$ cat config.mk
export PLATFORM = sky130hd
export DESIGN_NAME = snow_execute
export DESIGN_NICKNAME = d
export VERILOG_FILES = /design/src/snow_pkg.sv /design/src/snow_execute.sv
export VERILOG_INCLUDE_DIRS = /design/src /design/src/src
export SDC_FILE = /design/constraint.sdc
export NUM_CORES = 1
export LEC_CHECK = 0
export ABC_AREA = 0
export BUFFER_PORTS_ARGS = -buffer_cell sky130_fd_sc_hd__buf_4
export CAP_MARGIN = 20
export CORE_MARGIN = 5
export CORE_UTILIZATION = 42
export CTS_CLUSTER_DIAMETER = 40
export DETAILED_ROUTE_END_ITERATION = 10
export SLEW_MARGIN = 0
export SYNTH_ARGS = -nofsm -noshare
export SYNTH_HDL_FRONTEND = slang
export SYNTH_SLANG_ARGS = --single-unit
$ cat constraint.sdc
create_clock -name clk -period 21.1 [get_ports clk]
set_clock_uncertainty 0.1 [all_clocks]
set_input_delay 4.22 -clock clk [delete_from_list [all_inputs] [get_ports clk]]
set_output_delay 4.22 -clock clk [all_outputs]
set_load 0.03 [all_outputs]
$ cat src/snow_config.svh
// Build-time sizes and memory-mapped addresses for the snowflake core
// Included by every RTL unit that sizes a memory or decodes an address

`ifndef SNOW_CONFIG_SVH
`define SNOW_CONFIG_SVH

// Memory depths in 32-bit words
`define SNOW_IMEM_WORDS 256
`define SNOW_DMEM_WORDS 256

// Execute queue depth, also the decode credit count
`define SNOW_QUEUE_DEPTH 4

// MMIO words, 12-bit byte addresses
`define SNOW_ADDR_DONE   12'h400
`define SNOW_ADDR_ARG    12'h404
`define SNOW_ADDR_RESULT 12'h408

`endif
$ cat src/snow_pkg.sv
// Shared types of the snowflake core: opcodes, instruction formats and
// the records passed from decode to execute and from execute to result

package snow_pkg;

    // ========================================================================
    // Encodings
    // ========================================================================

    typedef enum logic [6:0] {
        OP_LUI    = 7'b0110111,
        OP_IMM    = 7'b0010011,
        OP_REG    = 7'b0110011,
        OP_BRANCH = 7'b1100011,
        OP_JAL    = 7'b1101111,
        OP_LOAD   = 7'b0000011,
        OP_STORE  = 7'b0100011
    } opcode_e;

    typedef enum logic [3:0] {
        ALU_ADD,
        ALU_SUB,
        ALU_SLL,
        ALU_AND,
        ALU_OR,
        ALU_XOR,
        ALU_SLT,
        ALU_PASS_B
    } alu_op_e;

    typedef enum logic [2:0] {
        BR_NONE,
        BR_EQ,
        BR_NE,
        BR_LT,
        BR_JAL
    } branch_e;

    // ========================================================================
    // Instruction formats
    // ========================================================================

    typedef struct packed {
        logic [6:0] funct7;
        logic [4:0] rs2;
        logic [4:0] rs1;
        logic [2:0] funct3;
        logic [4:0] rd;
        opcode_e    opcode;
    } r_fmt_t;

    typedef struct packed {
        logic [11:0] imm;
        logic [4:0]  rs1;
        logic [2:0]  funct3;
        logic [4:0]  rd;
        opcode_e     opcode;
    } i_fmt_t;

    typedef struct packed {
        logic [6:0] imm_hi;
        logic [4:0] rs2;
        logic [4:0] rs1;
        logic [2:0] funct3;
        logic [4:0] imm_lo;
        opcode_e    opcode;
    } s_fmt_t;

    typedef struct packed {
        logic       imm12;
        logic [5:0] imm10_5;
        logic [4:0] rs2;
        logic [4:0] rs1;
        logic [2:0] funct3;
        logic [3:0] imm4_1;
        logic       imm11;
        opcode_e    opcode;
    } b_fmt_t;

    // Also carries the scrambled JAL immediate in imm
    typedef struct packed {
        logic [19:0] imm;
        logic [4:0]  rd;
        opcode_e     opcode;
    } u_fmt_t;

    typedef union packed {
        r_fmt_t r;
        i_fmt_t i;
        s_fmt_t s;
        b_fmt_t b;
        u_fmt_t u;
    } instr_u;

    // ========================================================================
    // Inter-unit records
    // ========================================================================

    typedef struct packed {
        logic [31:0] pc;
        logic [4:0]  rs1;
        logic [4:0]  rs2;
        logic [4:0]  rd;
        logic [31:0] imm;
        alu_op_e     alu_op;
        branch_e     branch;
        logic        use_imm;
        logic        is_load;
        logic        is_store;
        logic        writes_rd;
        logic        epoch;
    } dec_op_t;

    typedef struct packed {
        logic        valid;
        logic [4:0]  rd;
        logic [31:0] value;
        logic [11:0] addr;
        logic [31:0] store_data;
        logic        is_load;
        logic        is_store;
    } commit_t;

endpackage

$ cat src/snow_execute.sv
// Execute unit: operation queue, forwarding, ALU and branch resolution
// Returns one credit to decode for every queue entry it removes

`timescale 1ns/100ps

`include "snow_config.svh"

module snow_execute import snow_pkg::*; (
    input  logic        clk,
    input  logic        rst,
    input  logic        op_valid,
    input  dec_op_t     op,
    input  logic [31:0] rs1_data,
    input  logic [31:0] rs2_data,
    input  logic [31:0] load_data_fwd,
    output logic        credit_ret,
    output logic        redirect,
    output logic [31:0] redirect_pc,
    output logic [4:0]  rs1_idx,
    output logic [4:0]  rs2_idx,
    output commit_t     commit
);

    localparam int QW = $clog2(`SNOW_QUEUE_DEPTH);
    localparam int CW = $clog2(`SNOW_QUEUE_DEPTH + 1);

    dec_op_t       queue [`SNOW_QUEUE_DEPTH];
    logic [QW-1:0] wr_ptr;
    logic [QW-1:0] rd_ptr;
    logic [CW-1:0] count;
    dec_op_t       head;
    logic          pop;
    logic          issue;
    logic          epoch;
    logic          load_stall;
    logic          ld_fwd;
    logic [4:0]    ld_rd;
    logic [31:0]   src1;
    logic [31:0]   src2;
    logic [31:0]   alu_b;
    logic [31:0]   alu_res;
    logic          taken;
    commit_t       commit_nxt;

    // ========================================================================
    // Queue
    // ========================================================================

    assign head  = queue[rd_ptr];
    assign pop   = (count != '0) && !load_stall;
    assign issue = pop && (head.epoch == epoch);

    // Stale entries are dropped but still hand back their credit
    assign credit_ret = pop;

    always_ff @(posedge clk) begin
        if (op_valid) begin
            queue[wr_ptr] <= op;
        end
    end

    always_ff @(posedge clk) begin
        if (rst) begin
            wr_ptr <= '0;
            rd_ptr <= '0;
            count  <= '0;
        end else begin
            if (op_valid) begin
                wr_ptr <= wr_ptr + 1'b1;
            end
            if (pop) begin
                rd_ptr <= rd_ptr + 1'b1;
            end
            count <= count + CW'(op_valid) - CW'(pop);
        end
    end

    // ========================================================================
    // Operands with forwarding
    // ========================================================================

    assign rs1_idx = head.rs1;
    assign rs2_idx = head.rs2;

    // Load data wins the cycle after a stall, else the in-flight ALU commit
    function automatic logic [31:0] fwd_sel(input logic [4:0] idx, input logic [31:0] rf);
        logic [31:0] val;
        val = rf;
        if (idx != 5'd0 && ld_fwd && ld_rd == idx) begin
            val = load_data_fwd;
        end else if (idx != 5'd0 && commit.valid && !commit.is_load && commit.rd == idx) begin
            val = commit.value;
        end
        return val;
    endfunction

    assign src1  = fwd_sel(head.rs1, rs1_data);
    assign src2  = fwd_sel(head.rs2, rs2_data);
    assign alu_b = head.use_imm ? head.imm : src2;

    always_comb begin
        case (head.alu_op)
            ALU_SUB:    alu_res = src1 - alu_b;
            ALU_SLL:    alu_res = src1 << alu_b[4:0];
            ALU_AND:    alu_res = src1 & alu_b;
            ALU_OR:     alu_res = src1 | alu_b;
            ALU_XOR:    alu_res = src1 ^ alu_b;
            ALU_SLT:    alu_res = {31'b0, $signed(src1) < $signed(alu_b)};
            ALU_PASS_B: alu_res = alu_b;
            default:    alu_res = src1 + alu_b;
        endcase
    end

    // ========================================================================
    // Branches and commit
    // ========================================================================

    always_comb begin
        case (head.branch)
            BR_EQ:   taken = src1 == src2;
            BR_NE:   taken = src1 != src2;
            BR_LT:   taken = $signed(src1) < $signed(src2);
            BR_JAL:  taken = 1'b1;
            default: taken = 1'b0;
        endcase
    end

    // Not-taken path is already the sequential fetch stream
    assign redirect    = issue && taken;
    assign redirect_pc = head.pc + head.imm;

    always_comb begin
        commit_nxt.valid      = issue;
        commit_nxt.rd         = head.writes_rd ? head.rd : 5'd0;
        commit_nxt.value      = (head.branch == BR_JAL) ? head.pc + 32'd4 : alu_res;
        commit_nxt.addr       = alu_res[11:0];
        commit_nxt.store_data = src2;
        commit_nxt.is_load    = issue && head.is_load;
        commit_nxt.is_store   = issue && head.is_store;
    end

    always_ff @(posedge clk) begin
        if (issue && head.is_load) begin
            ld_rd <= head.rd;
        end
    end

    always_ff @(posedge clk) begin
        if (rst) begin
            commit     <= '0;
            epoch      <= 1'b0;
            load_stall <= 1'b0;
            ld_fwd     <= 1'b0;
        end else begin
            commit     <= commit_nxt;
            load_stall <= issue && head.is_load;
            ld_fwd     <= load_stall;
            if (redirect) begin
                epoch <= ~epoch;
            end
        end
    end

endmodule

# Yosys cells after proc, flatten, opt, wreduce, memory -nomap -nowiden
# Memory sizes are Yosys's and may differ from the RTL's. A register that Yosys moved wholly into a read port is not among the register bits.
# Index checks and enable logic that the tools add are counted.
op_classes:
  add_sub_neg: 8
  order_cmp: 2
  n_eq_ne: 18
  n_shift: 1
  n_mux: 12
  bitwise: 5
  reduce_logical: 20
op_table:
  columns: ["operator", "count"]
  rows:
  - ["$pmux W32 S7", 1]
  - ["$mux W32", 6]
  - ["$add A32 B32 Y32", 2]
  - ["$lt A32 B32 Y1", 2]
  - ["$add A32 B3 Y32 const B", 1]
  - ["$and A32 B32 Y32", 1]
  - ["$eq A32 B32 Y1", 1]
  - ["$ne A32 B32 Y1", 1]
  - ["$or A32 B32 Y32", 1]
  - ["$shl A32 B5 Y32", 1]
  - ["$sub A32 B32 Y32", 1]
  - ["$xor A32 B32 Y32", 1]
  - ["$eq A5 B5 Y1", 4]
  - ["$eq A4 B3 Y1 const B", 4]
  - ["$logic_and A1 B1 Y1", 15]
  - ["$reduce_bool A5 Y1", 2]
  - ["$eq A4 B2 Y1 const B", 2]
  - ["$eq A3 B2 Y1 const B", 2]
  - ["$add A2 B1 Y2 const B", 2]
  - ["$eq A4 B1 Y1 const B", 1]
  - ["$mux W2", 2]
  - ["$pmux W1 S4", 1]
  - ["$add A3 B1 Y3", 1]
  - ["$eq A3 B1 Y1 const B", 1]
  - ["other kinds (8)", 10]
totals:
  regBits: 98
  ramBits: 364
  out_inout_bits: 128
  memories: 1
memory_table:
  columns: ["name", "words", "width", "rd", "rd_ports_with_merged_regs", "write_ports", "line_no", "rtl"]
  rows:
  - ["queue", 4, 91, 1, 1, 1, "snow_execute.sv:27", "dec_op_t queue [`SNOW_QUEUE_DEPTH];"]

# Logic depth before layout (Yosys ltp)
depth:
  word_depth: 10
  mapped_depth: 29
  depth_no_buf: 23

# Worst setup path after synthesis
# Ideal clock, no wire load.
synth_path:
  path_type: "input-to-output"
  start: "input rs1_data[17]"
  end: "output redirect"
  arrival_ps: 6864
  setup_slack_ps: 9916
  stages: 14
  n_path_buf: 0
  path_cell_list: "o21ai_0 -> a31oi_1 -> ha_1 -> a21o_1 -> a21o_1 -> a21o_1 -> a21o_1 -> a21o_1 -> a21o_1 -> a21oi_1 -> nor3_1 -> a211oi_1 -> mux2i_1 -> a21o_1"
synth_via:
  elab_chain_len: 5
  word_cells_on_any_way: 7
synth_rtl:
  columns: ["element", "line_no", "rtl"]
  rows:
  - ["from (decl)", "snow_execute.sv:13", "input logic [31:0] rs1_data,"]
  - ["$mux W32 (*)", "snow_execute.sv:91", "end else if (idx != 5'd0 && commit.valid && !commit.is_load && commit.rd == idx) begin"]
  - ["$mux W32 (*)", "snow_execute.sv:89", "if (idx != 5'd0 && ld_fwd && ld_rd == idx) begin"]
  - ["$lt A32 B32 Y1 (tied with other cells)", "snow_execute.sv:122", "BR_LT: taken = $signed(src1) < $signed(src2);"]
  - ["$pmux W1 S4 (*)", "snow_execute.sv:119", "case (head.branch)"]
  - ["$logic_and A1 B1 Y1 (*)", "snow_execute.sv:129", "assign redirect = issue && taken;"]
  - ["to (decl)", "snow_execute.sv:17", "output logic redirect,"]
# Mark *: on every way between the ends. The rest lies on a longest branch, timed or not.

# Worst setup path in the final report
layout_path:
  start: "input load_data_fwd[1]"
  end: "output redirect"
layout_via:
  elab_chain_len: 4
  word_cells_on_any_way: 7
layout_rtl:
  columns: ["element", "line_no", "rtl"]
  rows:
  - ["from (decl)", "snow_execute.sv:15", "input logic [31:0] load_data_fwd,"]
  - ["$mux W32", "snow_execute.sv:89", null]
  - ["$lt A32 B32 Y1 (tied with other cells)", "snow_execute.sv:122", null]
  - ["$pmux W1 S4 (*)", "snow_execute.sv:119", null]
  - ["$logic_and A1 B1 Y1 (*)", "snow_execute.sv:129", null]
# Marks and branches as above.

==> flow_summary.yaml <==
die:
  chip_width_um: 267
  floorplan.io_pins: 318
  initial_utilization: 0.423
  design.core.area_um2: 65700
  die-height_um: 267
  fp-row-count: 94
  dieArea_um2: 71500
worst_setup_path:
  r2r_cells: 22
  worstSetupEndpointType: "primary output"
  crit_path_cell_trace: "buf_4, nor3_1, a31oi_4, ha_1, nor2b_1, o21a_1, o21a_1, o21a_1, o21a_1, o21a_1, o211ai_1, o211ai_1, a211oi_1, mux2i_1, a21o_1, buf_4"
  r2r_slack_ns: 11.79
  crit_path_start_kind: "input pin"
  critPathTopFamily: "compound AO/OA/AOI/OAI gates"
  critical_path_arrival_ns: 7.63
  cp_slowest_stage_delay_ns: 0.38
  crit_fanout: 7
  timing_worst_setup_path_type: "in -> out"
  critical_path_most_common_cell: "o21a_1"
  data_required_time_of_the_critical_path_ns: 16.78
  rr_endpoint: "commit[46]"
  timing.critical_path.buf_inv: 2
  timing.critical_path.slowest_stage_cell: "mux2i_1"
yosys:
  yosysSeqAreaShare: 0.467
  synth_cells: 2466
  synthesis.area_um2: 27800
  synthDominantCellAreaShare: 0.398
  yosysWarningCount: 0
  synth_ff_type: "edfxtp_1"
  async_flop_share: 0
  post-synth-top-area-cell: "edfxtp_1"
  synthesis.nets: 2827
  ys_top_cells_by_count: "edfxtp_1 (369), nor2_1 (200), ha_1 (167)"
  synth.lib_cells_used.distinct: 96
  synth-seq-cells: 464
  yosys.cell_count.top_type: "edfxtp_1"
  synthesis.area_per_instance_um2: 11.3
  synth-edff-count: 369
  leading_post_synthesis_cells_by_cell_area: "edfxtp_1 (40%), mux4_2 (7.5%), ha_1 (7.5%), dfxtp_1 (6.8%), mux2i_1 (3.6%)"
worst_hold_path:
  hold_depth: 2
  min-delay-start: "rd_ptr[1]"
  hold_path.class: "reg -> reg"
  timing.hold.worst_endpoint: "rd_ptr[1]"
clock_tree:
  cts_post_setup_buffers_inserted: 0
  cts-root-buf: "clkbuf_16"
  holdBufCountCts: 0
  clock_tree_from_tritoncts: "done"
  htree_levels: 3
  register_clock_pin_slew_on_the_reported_worst_setup_and_hold_paths_ns: 0.05
  sinks_on_the_clock_net: 464
  cts_inserted_buffers: 70
  max-clock-path-buffers: 3
  cts_resized: 0
  clock_latency_on_the_worst_skew_pair_ns: 0.62
placement:
  numPortBuffers: 317
  place_congestion: 1.01
  dp_hpwl_um: 80200
global_route:
  grt_max_degree: 69
  global_route.overflow_total: 0
  gr-usage-all-layers: 0.288
  wire_length_of_the_first_global_routing_pass_um: 152000
  first_global_vias: 22000
  initial_antenna_violation_count: 7
timing:
  slew_violations: 0
  fin_setup_tns_ns: 0
  clock.fmax_mhz: 83.7
  rsz_0062_raised_after_global_routing: "no"
  max_slew_margin: 0.255
  worst_pin_slew_ns: 1.12
  post-route-period-util: 0.566
  finalHoldViolations: 0
  report.final.setup_viol: 0
  finalWorstPathRequiredPeriod_ns: 11.95
drt:
  routedWlPerCell_um: 29.1
  detail_route.drc_violations: 0
  routed_via_count_divided_by_cell_count: 6.11
  route.antenna.remaining_nets: 0
  top_signal_layer_used: "met5"
  met3RoutedLength_um: 9640
  drt-met1-wl_um: 46000
  routed-wl-met2_um: 46900
  drt-initial-drc-count: 2679
  wirelength_routed_um: 107000
  first_pass_iters: 5
  vias: 22400
final_layout:
  area_delta_synth_final_pct: 19.5
  final.fill_count: 5802
  finish.net_count: 3114
  final_layout_size_suffix_gt1_frac: 0.233
  seqCellArea_um2: 13000
  multiInputGateArea_um2: 13600
flow_run:
  maxCapViolCount: 0
pwr:
  cellLeakagePower_nw: 12.9
  max-vdd-ir-drop_mv: 0.183
  power_per_unit_of_standard_cell_area_nw_per_um2: 168
  fin_total_pwr_w: 0.00557
outcome:
  run_status: "completed"
## power by group
group / total (W) / switching (W) / internal (W)
clock: 0.00114 / 0.000444 / 0.000692
sequential: 0.00117 / 0.0000822 / 0.00108
combinational: 0.00327 / 0.00214 / 0.00113
total: 0.00557 / 0.00266 / 0.00291
## metal layers
layer  GRT usage  up-vias
met4       0.100        4
met2       0.431     1084
li1            -     9853
met5           0        -
met1       0.418    11300
met3      0.0627      198
## cells by family after synthesis
kind of cell / share of synthesized area
multiplexers: 0.115
buffers and inverters: 0.0452
flip-flops: 0.467
XOR/XNOR: 0.0384
AND/OR/NAND/NOR: 0.108
adder cells (fa/ha/maj): 0.0780
AO/OA/AOI/OAI: 0.149
## worst register-to-register path, cell delays in order, from the launching register on
cell       delay (ns)
dfxtp_4          0.52
buf_4            0.72
mux4_2           0.43
buf_4            0.48
clkinv_1         1.00
nor2_1           0.42
a21o_1           0.15
buf_4            0.45
inv_2            0.35
fa_1             0.50
nor2b_1          0.14
o21ai_0          0.26
a21oi_1          0.18
o311ai_0         0.84
a2111oi_0        0.28
buf_1            0.22
o2111ai_1        0.32
a31oi_1          0.28
a221oi_1         0.52
nor3_1           0.11
nor2_1           0.47
a311oi_1         0.22
o31ai_1          0.25
## layout make-up
class                      count  area share
antenna                        4    0.000301
clock buffer                  84      0.0558
clock inverter                39      0.0147
inverter                     144      0.0162
multi-input combinational   1716       0.410
sequential                   464       0.391
tap                          864      0.0325
timing repair buffer         357      0.0804
## sequential cells by signal, indices dropped and copies added (netlist names), named ones only
signal      flops
ld_fwd          1
epoch           1
count           3
load_stall      1
rd_ptr          2
queue         364
wr_ptr          2
ld_rd           5
commit         83
## metrics by stage
stage | util | cell area, um^2 | hold slack, ns | cells | setup WS [ns]
2_1_floorplan | - | 27800 | 0.385 | 2466 | 9.92
3_3_place_gp | 0.470 | 30900 | 0.403 | 3543 | 9.17
3_5_place_dp | 0.470 | 30900 | 0.412 | 3544 | 9.21
4_1_cts | 0.506 | 33200 | 0.429 | 3667 | 9.20
5_1_grt | 0.506 | 33300 | 0.464 | 3671 | 9.06
6_report | 0.506 | 33300 | 0.429 | 3672 | 9.15
## cell usage in the layout (no fill, tap or decap), types with 11 or more instances in the layout
cell type	n
a21o_1	38
nor2_1	194
o22ai_1	15
and2_1	14
or2_2	12
nand2b_1	26
o21a_1	20
o21ai_0	109
o2111ai_1	11
a31oi_1	53
clkbuf_16	71
a211oi_1	15
nand2_1	159
ha_1	167
mux4_2	93
o21ai_1	16
xnor2_1	89
o211ai_1	14
a31oi_2	14
buf_4	355
o221ai_1	12
dfxtp_1	93
a221oi_1	25
and3_1	16
a21oi_1	126
or3_1	11
nor2b_1	16
o21bai_1	16
xor2_1	31
mux2i_1	101
edfxtp_1	369
nor3_1	57
nand4_1	20
inv_1	136
nand3_1	70
## how the worst max path moves through the flow
| stage | end | depth (start not counted) | slack [ns] | from |
|---|---|---|---|---|
| 2_1_floorplan | redirect | 14 | 9.92 | rs1_data[17] |
| 3_3_place_gp | redirect | 16 | 9.17 | load_data_fwd[1] |
| 3_5_place_dp | redirect | 16 | 9.21 | load_data_fwd[1] |
| 4_1_cts | redirect | 16 | 9.20 | load_data_fwd[1] |
| 5_1_grt | redirect | 16 | 9.06 | load_data_fwd[1] |
| 6_report | redirect | 16 | 9.15 | load_data_fwd[1] |
No activity file was read; power rests on OpenSTA's default activity.
